### config.mk
export PLATFORM = sky130hd
export DESIGN_NAME = testMonTop
export DESIGN_NICKNAME = d
export VERILOG_FILES = /design/src/verilog/testMonPkg.sv /design/src/verilog/traceMatcher.sv /design/src/verilog/verdictFifo.sv /design/src/verilog/statusRegs.sv /design/src/verilog/testMonTop.sv
export SDC_FILE = /design/constraint.sdc
export NUM_CORES = 1
export LEC_CHECK = 0
export ABC_AREA = 1
export BUFFER_PORTS_ARGS = -buffer_cell sky130_fd_sc_hd__clkbuf_2
export CAP_MARGIN = 10
export CORE_UTILIZATION = 40
export DETAILED_ROUTE_END_ITERATION = 12
export GPL_TIMING_DRIVEN = 0
export MAX_ROUTING_LAYER = met4
export PLACE_DENSITY_LB_ADDON = 0.12
export SLEW_MARGIN = 20
export SYNTH_ARGS = -nofsm -noshare
export SYNTH_HDL_FRONTEND = slang
export SYNTH_SLANG_ARGS = --single-unit
### constraint.sdc
create_clock -name dvtFlags -period 8.5 [get_ports dvtFlags]
set_clock_uncertainty 0.2 [all_clocks]
set_input_delay 1.7 -clock dvtFlags [delete_from_list [all_inputs] [get_ports dvtFlags]]
set_output_delay 1.7 -clock dvtFlags [all_outputs]
set_load 0.01 [all_outputs]
### src/verilog/testMonPkg.sv
// widths, limits, register map and record types shared by the test-status monitor blocks
package testMonPkg;

   // ----------------------------------------------------------------------
   // widths and limits
   // ----------------------------------------------------------------------
   localparam int PC_MATCH_BITS = 30;          // low pc bits compared
   typedef logic [PC_MATCH_BITS-1:0] pcT;

   localparam int WB_DATA_BITS = 32;
   typedef logic [WB_DATA_BITS-1:0] wbDataT;

   localparam int WB_ADR_BITS = 4;             // word address
   typedef logic [WB_ADR_BITS-1:0] wbAdrT;

   localparam int ADR_SLOTS = 5;

   // repeats of one pc before the core counts as stuck
   localparam int STUCK_LIMIT = 500;
   typedef logic [$clog2(STUCK_LIMIT+1)-1:0] stuckCntT;

   localparam int SLEEP_DELAY = 20;            // verdict to core hold
   typedef logic [$clog2(SLEEP_DELAY)-1:0] sleepCntT;

   localparam int FIFO_DEPTH = 4;
   localparam int FIFO_PTR_BITS = $clog2(FIFO_DEPTH);
   typedef logic [FIFO_PTR_BITS-1:0] fifoPtrT;
   typedef logic [FIFO_PTR_BITS:0] fifoCntT;   // holds 0 to FIFO_DEPTH

   // ----------------------------------------------------------------------
   // register map, word addresses
   // ----------------------------------------------------------------------
   localparam wbAdrT REG_CTRL     = 4'd0;
   localparam wbAdrT REG_STATUS   = 4'd1;
   localparam wbAdrT REG_VERDICT  = 4'd2;
   localparam wbAdrT REG_ADR_BASE = 4'd4;      // table slots 4 to 8

   // table slot roles
   localparam int SLOT_PASS   = 0;
   localparam int SLOT_FAIL   = 1;
   localparam int SLOT_FINISH = 2;             // counts as a pass
   localparam int SLOT_TOHOST = 3;             // pass, only with checkToHost
   localparam int SLOT_FAIL2  = 4;

   // ----------------------------------------------------------------------
   // types
   // ----------------------------------------------------------------------
   typedef enum logic [1:0] {
      verdictNone,
      verdictPass,
      verdictFail,
      verdictStuck
   } verdictE;

   // kind lands in bits 31:30 of a verdict read
   typedef struct packed {
      verdictE kind;
      pcT      pc;
   } verdictRecT;

   typedef struct packed {
      logic valid;
      pcT   pc;
   } traceT;

   typedef pcT [ADR_SLOTS-1:0] adrTableT;

   typedef struct packed {
      logic   cyc;
      logic   stb;
      logic   we;
      wbAdrT  adr;
      wbDataT dat;
   } wbReqT;

   typedef struct packed {
      logic   ack;
      wbDataT dat;
   } wbRspT;

   typedef struct packed {
      logic passSeen;
      logic failSeen;
      logic coreHold;
      logic overflow;
   } monStatusT;

endpackage

### src/verilog/traceMatcher.sv
// watches the pc trace, matches it to the address table, flags stuck loops and holds the core
`timescale 1ns/1ns
module traceMatcher (
   input  logic                    dvtFlags,
   input  logic                    pcFail,
   input  testMonPkg::traceT       trace,
   input  testMonPkg::adrTableT    adrTable,
   input  logic                    checkToHost,
   input  logic                    timeoutFail,
   output logic                    pushValid,
   output testMonPkg::verdictRecT  pushRec,
   input  logic                    pushReady,
   output testMonPkg::monStatusT   status
);
   import testMonPkg::*;

   logic beatValid;
   logic [ADR_SLOTS-1:0] slotHit;
   logic passHit, failHit, stuckHit;
   logic failBeat, verdictHit, canTake;
   logic samePc;
   pcT lastPc;
   stuckCntT stuckCnt, nextCnt;
   verdictE newKind;
   logic passSeen, failSeen, coreHold, overflow;
   logic armed;
   sleepCntT sleepCnt;

   // ----------------------------------------------------------------------
   // match
   // ----------------------------------------------------------------------
   assign beatValid = trace.valid && !coreHold;   // core asleep, trace ignored

   always_comb begin
      for (int i = 0; i < ADR_SLOTS; i++) begin
         slotHit[i] = (trace.pc == adrTable[i]);
      end
   end

   // slots 2 to 4 only count once programmed
   assign passHit = beatValid &&
                    (slotHit[SLOT_PASS] ||
                     (slotHit[SLOT_FINISH] && adrTable[SLOT_FINISH] != '0) ||
                     (slotHit[SLOT_TOHOST] && adrTable[SLOT_TOHOST] != '0 && checkToHost));
   assign failHit = beatValid &&
                    (slotHit[SLOT_FAIL] ||
                     (slotHit[SLOT_FAIL2] && adrTable[SLOT_FAIL2] != '0));

   // ----------------------------------------------------------------------
   // stuck loop
   // ----------------------------------------------------------------------
   // stuckCnt is the length of the current run of one pc
   assign samePc = (trace.pc == lastPc);

   always_comb begin
      if (!samePc) begin
         nextCnt = stuckCntT'(1);
      end else if (stuckCnt == stuckCntT'(STUCK_LIMIT)) begin
         nextCnt = stuckCnt;                       // saturate, fire once
      end else begin
         nextCnt = stuckCnt + 1'b1;
      end
   end

   assign stuckHit = beatValid && samePc && (stuckCnt == stuckCntT'(STUCK_LIMIT - 1));

   assign failBeat   = failHit || stuckHit;
   assign verdictHit = passHit || failBeat;
   assign newKind    = stuckHit ? verdictStuck : (failHit ? verdictFail : verdictPass);

   // pending slot is free when empty or draining this edge
   assign canTake = !pushValid || pushReady;

   // ----------------------------------------------------------------------
   // status, pending record, sleep countdown
   // ----------------------------------------------------------------------
   always_ff @(posedge dvtFlags or posedge pcFail) begin
      if (pcFail) begin
         lastPc    <= '0;
         stuckCnt  <= '0;
         passSeen  <= 1'b0;
         failSeen  <= 1'b0;
         overflow  <= 1'b0;
         pushValid <= 1'b0;
         armed     <= 1'b0;
         sleepCnt  <= '0;
         coreHold  <= 1'b0;
      end else begin
         if (beatValid) begin
            lastPc   <= trace.pc;
            stuckCnt <= nextCnt;
         end
         if (passHit && !failBeat) passSeen <= 1'b1;   // fail wins
         if (failBeat || timeoutFail) failSeen <= 1'b1;

         if (canTake) begin
            pushValid <= verdictHit;
         end else if (verdictHit) begin
            overflow <= 1'b1;                          // dropped, sticky
         end

         if (verdictHit && !armed) begin
            armed    <= 1'b1;
            sleepCnt <= sleepCntT'(SLEEP_DELAY - 1);
         end else if (armed && !coreHold) begin
            if (sleepCnt == '0) coreHold <= 1'b1;
            else sleepCnt <= sleepCnt - 1'b1;
         end
      end
   end

   always_ff @(posedge dvtFlags) begin
      if (canTake && verdictHit) begin
         pushRec.kind <= newKind;
         pushRec.pc   <= trace.pc;
      end
   end

   assign status.passSeen = passSeen;
   assign status.failSeen = failSeen;
   assign status.coreHold = coreHold;
   assign status.overflow = overflow;

   // a stalled record stays put until the FIFO takes it
   apPendingStable : assert property (@(posedge dvtFlags) disable iff (pcFail)
      pushValid && !pushReady |=> pushValid && $stable(pushRec));

endmodule

### src/verilog/verdictFifo.sv
// small circular FIFO of verdict records between the trace matcher and the host registers
`timescale 1ns/1ns
module verdictFifo (
   input  logic                    dvtFlags,
   input  logic                    pcFail,
   input  logic                    pushValid,
   input  testMonPkg::verdictRecT  pushRec,
   output logic                    pushReady,
   input  logic                    pop,
   output logic                    popValid,
   output testMonPkg::verdictRecT  popRec
);
   import testMonPkg::*;

   verdictRecT mem [FIFO_DEPTH];
   fifoPtrT wrPtr, rdPtr;
   fifoCntT count;
   logic doPush, doPop;

   assign pushReady = (count != fifoCntT'(FIFO_DEPTH));
   assign popValid  = (count != '0);
   assign popRec    = mem[rdPtr];                  // head shown directly

   assign doPush = pushValid && pushReady;
   assign doPop  = pop && popValid;

   // ----------------------------------------------------------------------
   // pointers and fill level
   // ----------------------------------------------------------------------
   always_ff @(posedge dvtFlags or posedge pcFail) begin
      if (pcFail) begin
         wrPtr <= '0;
         rdPtr <= '0;
         count <= '0;
      end else begin
         if (doPush) begin
            wrPtr <= (wrPtr == fifoPtrT'(FIFO_DEPTH - 1)) ? '0 : wrPtr + 1'b1;
         end
         if (doPop) begin
            rdPtr <= (rdPtr == fifoPtrT'(FIFO_DEPTH - 1)) ? '0 : rdPtr + 1'b1;
         end
         case ({doPush, doPop})
            2'b10:   count <= count + 1'b1;
            2'b01:   count <= count - 1'b1;
            default: count <= count;               // none, or both at once
         endcase
      end
   end

   // record storage
   always_ff @(posedge dvtFlags) begin
      if (doPush) mem[wrPtr] <= pushRec;
   end

   // the register block only pops what it saw as present
   apNoEmptyPop : assert property (@(posedge dvtFlags) disable iff (pcFail)
      pop |-> popValid);

endmodule

### src/verilog/statusRegs.sv
// Wishbone classic slave holding control, status, verdict pop and the address table
`timescale 1ns/1ns
module statusRegs (
   input  logic                    dvtFlags,
   input  logic                    pcFail,
   input  testMonPkg::wbReqT       wbReq,
   output testMonPkg::wbRspT       wbRsp,
   output testMonPkg::adrTableT    adrTable,
   output logic                    checkToHost,
   output logic                    timeoutFail,
   input  testMonPkg::monStatusT   status,
   input  logic                    popValid,
   input  testMonPkg::verdictRecT  popRec,
   output logic                    pop
);
   import testMonPkg::*;

   localparam verdictRecT EMPTY_REC = '{kind: verdictNone, pc: '0};

   logic ack;
   logic reqFire, reqRead, reqWrite;
   wbDataT rdMux, rdData;

   // ----------------------------------------------------------------------
   // request decode
   // ----------------------------------------------------------------------
   // one ack per sampled request, never back to back
   assign reqFire  = wbReq.cyc && wbReq.stb && !ack;
   assign reqRead  = reqFire && !wbReq.we;
   assign reqWrite = reqFire && wbReq.we;

   // ----------------------------------------------------------------------
   // read mux
   // ----------------------------------------------------------------------
   always_comb begin
      rdMux = '0;
      case (wbReq.adr)
         REG_CTRL: begin
            rdMux = wbDataT'(checkToHost);         // bit 1 reads zero
         end
         REG_STATUS: begin
            rdMux = wbDataT'({!popValid, status.overflow, status.coreHold,
                              status.failSeen, status.passSeen});
         end
         REG_VERDICT: begin
            rdMux = popValid ? wbDataT'(popRec) : wbDataT'(EMPTY_REC);
         end
         default: begin
            for (int i = 0; i < ADR_SLOTS; i++) begin
               if (wbReq.adr == wbAdrT'(REG_ADR_BASE + i)) begin
                  rdMux = wbDataT'(adrTable[i]);
               end
            end
         end
      endcase
   end

   // ----------------------------------------------------------------------
   // control registers and strobes
   // ----------------------------------------------------------------------
   always_ff @(posedge dvtFlags or posedge pcFail) begin
      if (pcFail) begin
         ack         <= 1'b0;
         pop         <= 1'b0;
         timeoutFail <= 1'b0;
         checkToHost <= 1'b0;
         adrTable    <= '0;                        // zero slot is disabled
      end else begin
         ack <= reqFire;
         // popped on the ack edge, head already captured
         pop <= reqRead && (wbReq.adr == REG_VERDICT) && popValid;
         timeoutFail <= reqWrite && (wbReq.adr == REG_CTRL) && wbReq.dat[1];

         if (reqWrite && wbReq.adr == REG_CTRL) begin
            checkToHost <= wbReq.dat[0];
         end
         if (reqWrite) begin
            for (int i = 0; i < ADR_SLOTS; i++) begin
               if (wbReq.adr == wbAdrT'(REG_ADR_BASE + i)) begin
                  adrTable[i] <= wbReq.dat[PC_MATCH_BITS-1:0];
               end
            end
         end
      end
   end

   // read data, only meaningful with ack
   always_ff @(posedge dvtFlags) begin
      if (reqRead) rdData <= rdMux;
   end

   assign wbRsp.ack = ack;
   assign wbRsp.dat = rdData;

   // host must see ack drop between transfers
   apAckPulse : assert property (@(posedge dvtFlags) disable iff (pcFail)
      wbRsp.ack |=> !wbRsp.ack);

endmodule

### src/verilog/testMonTop.sv
// top of the test-status monitor; the host reaches it over Wishbone, the core feeds its pc trace
`timescale 1ns/1ns
module testMonTop (
   input  logic                dvtFlags,
   input  logic                pcFail,
   input  testMonPkg::traceT   trace,
   input  testMonPkg::wbReqT   wbReq,
   output testMonPkg::wbRspT   wbRsp,
   output logic                coreHold
);
   import testMonPkg::*;

   // matcher to FIFO
   logic pushValid, pushReady;
   verdictRecT pushRec;

   // FIFO to registers
   logic pop, popValid;
   verdictRecT popRec;

   // registers to matcher and back
   adrTableT adrTable;
   logic checkToHost, timeoutFail;
   monStatusT status;

   traceMatcher traceMatcher_i (
      .dvtFlags    (dvtFlags),
      .pcFail      (pcFail),
      .trace       (trace),
      .adrTable    (adrTable),
      .checkToHost (checkToHost),
      .timeoutFail (timeoutFail),
      .pushValid   (pushValid),
      .pushRec     (pushRec),
      .pushReady   (pushReady),
      .status      (status)
   );

   verdictFifo verdictFifo_i (
      .dvtFlags  (dvtFlags),
      .pcFail    (pcFail),
      .pushValid (pushValid),
      .pushRec   (pushRec),
      .pushReady (pushReady),
      .pop       (pop),
      .popValid  (popValid),
      .popRec    (popRec)
   );

   statusRegs statusRegs_i (
      .dvtFlags    (dvtFlags),
      .pcFail      (pcFail),
      .wbReq       (wbReq),
      .wbRsp       (wbRsp),
      .adrTable    (adrTable),
      .checkToHost (checkToHost),
      .timeoutFail (timeoutFail),
      .status      (status),
      .popValid    (popValid),
      .popRec      (popRec),
      .pop         (pop)
   );

   assign coreHold = status.coreHold;   // core reset request

endmodule

==> out/results.env <==
SORT_OF_ELEMENT_AT_THE_END_OF_THE_CRITICAL_PATH='register'
SYNTH_AREA_LEADER_CELL='edfxtp_1'
WORSTREG2REGEND='traceMatcher_i.pushRec[24]'
REG2REG_SLACK_PS=5330
LAYOUT_COMMONEST_CELL='nand2_1'
SYNTH.CELL_AREA_SQ_UM=18900
GRT_PASS1_VIAS=14300
GRT_SETUP_UNREPAIRED='false'
FIN_CELLS=2832
SYNTH_MUX_AREA_SHARE_PCT=0
SYNTH-ADDER-AREA-SHARE_PCT=0.766
YOSYS_REGISTER_BITS=403
ASYNC_FLOP_SHARE_PCT=52.4
SYNTHDISTINCTLIBCELLS=47
TRANSITION_TIME_AT_THE_PIN_WITH_THE_LEAST_SLEW_MARGIN_PS=987
ROUTE.VIAS.TOTAL=15200
FINALMAXSLEWVIOLATIONS=0
SUM_OF_ROUTED_WIRE_LENGTH_OVER_ALL_LAYERS_UM=61200
SYNTH_FLOP_CELL='dfrtp_1'
GLOBAL_ROUTE_WIRE_LENGTH_BEFORE_REPAIR_UM=89900
DP_CELLS=2749
HTREEDEPTH=2
CORE_REGION_AREA_SQ_UM=46700
ROOT_BUFFER='clkbuf_16'
WORSTPATHCELLLIST='clkbuf_2 -> buf_2 -> inv_1 -> nor2_1 -> nor3_1 -> nand3_1 -> nor2_1 -> nand2_1 -> nand3_1 -> nand2_1 -> nand2_2 -> inv_2 -> nor2_4 -> buf_16'
RUN_STATUS='finished, violations left'
POSTLAYOUTCOREUTIL_PCT=47.4
PLACEDINSTANCEAREA_SQ_UM=20500
DIE-WIDTH_UM=220
FINALSETUPVIOLATIONS=0
CRITICAL_PATH.MAX_STAGE_DELAY_PS=490
FMAX_MHz=233
POSTSYNTHAREAPERCELL_SQ_UM=9.33
MEAN_NUMBER_OF_VIAS_PER_CELL=5.37
SYNTH_ENABLE_FLOP_CELLS=192
SETUP-TNS-FINAL_PS=0
DRT-PASS1-ITER-COUNT=9
FINAL-HOLD-VIOLATION-COUNT=0
HOLDCRITPATHCLASS='register to register'
CRITPATHARRIVALTIME_PS=4380
CLOCK_TREE_BUFFER_DEPTH=3
WORST_SETUP_PATH_ENDPOINT='traceMatcher_i.pushRec[24]'
WORST_SETUP_PATH_START_KIND='primary input'
DIE-HEIGHT_UM=220
LAYOUT-DRIVE-GT1-SHARE_PCT=11.6
WP_BUF_INV=5
SYNTH_XOR_AREA_SHARE_PCT=4.67
FINAL_CELL_MIX='507 x nand2_1, 211 x dfrtp_1, 199 x o21ai_0'
POST-ROUTE-CELL-AREA_SQ_UM=22100
CP_TOP_FAMILY='simple AND/OR/NAND/NOR gates'
NUMPORTBUFFERS=103
ANT_NETS=0
MAX-CAP-VIOLATIONS=0
INITIAL_CORE_UTIL_PCT=40.6
FINAL_PERIOD_MINUS_WORST_SETUP_SLACK_PS=4300
NUM_ROWS=79
CPMAXSTAGEDELAYCELL='nor2_4'
DP_SLACK_PS=3600
CP.DEPTH=14
SYNTH-SEQ-AREA-SHARE_PCT=58.3
SETUP_SLACK_PS=4200
SYNTH_LARGEST_TYPE_AREA_FRACTION_PCT=30.4
NETS=2272
POSTCTSSETUPBUFFERS=0
CTS.CLK_SLEW.WORST_PATHS_PS=60
WORST_PATH_REQUIRED_TIME_PS=8580
POST_CTS_RESIZE_COUNT=0
WIRE_PER_INST_UM=21.6
RR_WORST_DEPTH=12
CRITICAL_PATH.STARTPOINT='trace[28]'
SIMPLE_GATE_AREA_SHARE_OF_THE_YOSYS_NETLIST_PCT=17.6
DPL.HPWL_UM=46400
GRT_ANTENNA_BEFORE_REPAIR=0
GR-USAGE-ALL-LAYERS_PCT=26.5
TOP_LEVEL_I_O_COUNT=106
SYNTHCELLS=2030
AREAGROWTHSYNTHTOFINISH_PCT=16.7
YS_TOP_CELLS_BY_AREA='edfxtp_1 30%, dfrtp_1 28%, nand2_1 10%'
SYNTHESIS.YOSYS.WARNINGS=0
CTS_HOLD_BUF=0
INSERTION_DELAY_PS=590
DRT_FIRST_ITER_VIOLATIONS=1614
FINALPOWER_mW=4.98
WHS_PS=254
MIN_PATH_CELLS=2
GRT_OVERFLOW=0
SYNTH-COMPOUND-AREA-SHARE_PCT=12.2
DIEAREA_SQ_UM=48200
VIOLATIONS='design-rule violations'
PEAKVDDDROP_V=0.000132
SETUP.WORST_PATH.CLASS='primary input to register'
SYN_NETS=2113
NUM_ANTENNA_CELLS=0
POWER-PER-CELL-AREA_nW_PER_UM2=225
TRITONCTS='yes'
REMAINING_DRC_ERRORS=2
MAXIMUM_NUMBER_OF_PINS_ON_ONE_NET_BEFORE_GLOBAL_ROUTE_REPAIR=76
TRITONCTS_BUFFER_COUNT=45
SYNTH_TOP_FAMILY_BY_AREA='simple AND/OR/NAND/NOR gates'
NUMCLOCKSINKS=403
POWER.LEAKAGE_nW=9.22
REGTOREGSTARTPOINT='statusRegs_i.checkToHost'
CRITPATHMAXFANOUT=18
MAX-SLEW-MARGIN-REL_PCT=33.6
FINALWEIGHTEDCONGESTION=0.994
TIMING.FINAL.CRIT_SHARE_PCT=50.6
worst min path at each step:
stage	startpoint	end	slack, ps
finish	statusRegs_i.timeoutFail	traceMatcher_i.failSeen	250
CTS	statusRegs_i.timeoutFail	traceMatcher_i.failSeen	260
global route	statusRegs_i.timeoutFail	traceMatcher_i.failSeen	290
detailed placement	statusRegs_i.timeoutFail	traceMatcher_i.failSeen	240
floorplan	statusRegs_i.timeoutFail	traceMatcher_i.failSeen	210
global placement	statusRegs_i.timeoutFail	traceMatcher_i.failSeen	230
cells in the mapped netlist (4+ instances only):
master / n
a221oi_1: 19
ha_1: 10
a21oi_1: 19
o2111ai_1: 4
nand4_1: 41
xor2_1: 28
buf_2: 24
nor4_1: 4
dfrtp_1: 211
inv_2: 14
clkbuf_1: 64
o211ai_1: 25
nand3_1: 48
a32o_1: 10
a22oi_1: 4
xnor2_1: 73
nor3_1: 10
inv_1: 186
nor2_1: 191
o22ai_1: 39
buf_4: 8
o21ai_0: 199
o21ai_2: 7
o21ai_1: 61
buf_6: 4
edfxtp_1: 192
nand2_1: 507
worst min-delay path, stage by stage, from the launching register on:
cell and delay [ps]:
dfrtp_1 320, nor2_1 40, nand2_1 60
metal layers:
metal	vias to the layer above	global-route usage [%]	wire length, um
met4	0	8.32	1730
met3	92	4.44	4100
met1	7457	36.7	27600
met5	-	-	0
met2	545	39.6	27800
li1	7110	-	-
where the power goes:
group	internal, mW	total, mW	switching [mW]
clock	1.32	2.12	0.803
sequential	2.14	2.26	0.117
combinational	0.211	0.597	0.386
sequential cells by signal, indices dropped and copies added (netlist names):
signal / count
statusRegs_i.ack: 1
traceMatcher_i.armed: 1
traceMatcher_i.lastPc: 30
traceMatcher_i.pushRec: 32
traceMatcher_i.pushValid: 1
verdictFifo_i.wrPtr: 2
statusRegs_i.checkToHost: 1
statusRegs_i.pop: 1
statusRegs_i.adrTable: 150
traceMatcher_i.coreHold: 1
traceMatcher_i.stuckCnt: 9
statusRegs_i.rdData: 32
traceMatcher_i.sleepCnt: 5
verdictFifo_i.mem: 128
verdictFifo_i.count: 3
verdictFifo_i.rdPtr: 2
statusRegs_i.timeoutFail: 1
traceMatcher_i.failSeen: 1
traceMatcher_i.overflow: 1
traceMatcher_i.passSeen: 1
cells by family (layout without fill, tap and decap cells):
| group | Yosys count | after routing |
|---|---|---|
| xor gates and xnor gates | 101 | 101 |
| buffers and inverters | 302 | 497 |
| DFF | 403 | 403 |
| AOI/OAI and AO/OA | 397 | 397 |
| adders and majority gates | 11 | 11 |
| and+or+nand+nor | 816 | 816 |
area by class of cell:
class / instances / area, sq um
Buffer: 101 / 469
Fill cell: 4511 / 24600
Inverter: 201 / 764
Multi-Input combinational cell: 1325 / 6710
Clock buffer: 62 / 1230
Tap cell: 607 / 759
Sequential cell: 403 / 11000
Timing Repair Buffer: 112 / 756
Clock inverter: 21 / 365
Power figures use the tool's default switching activity.
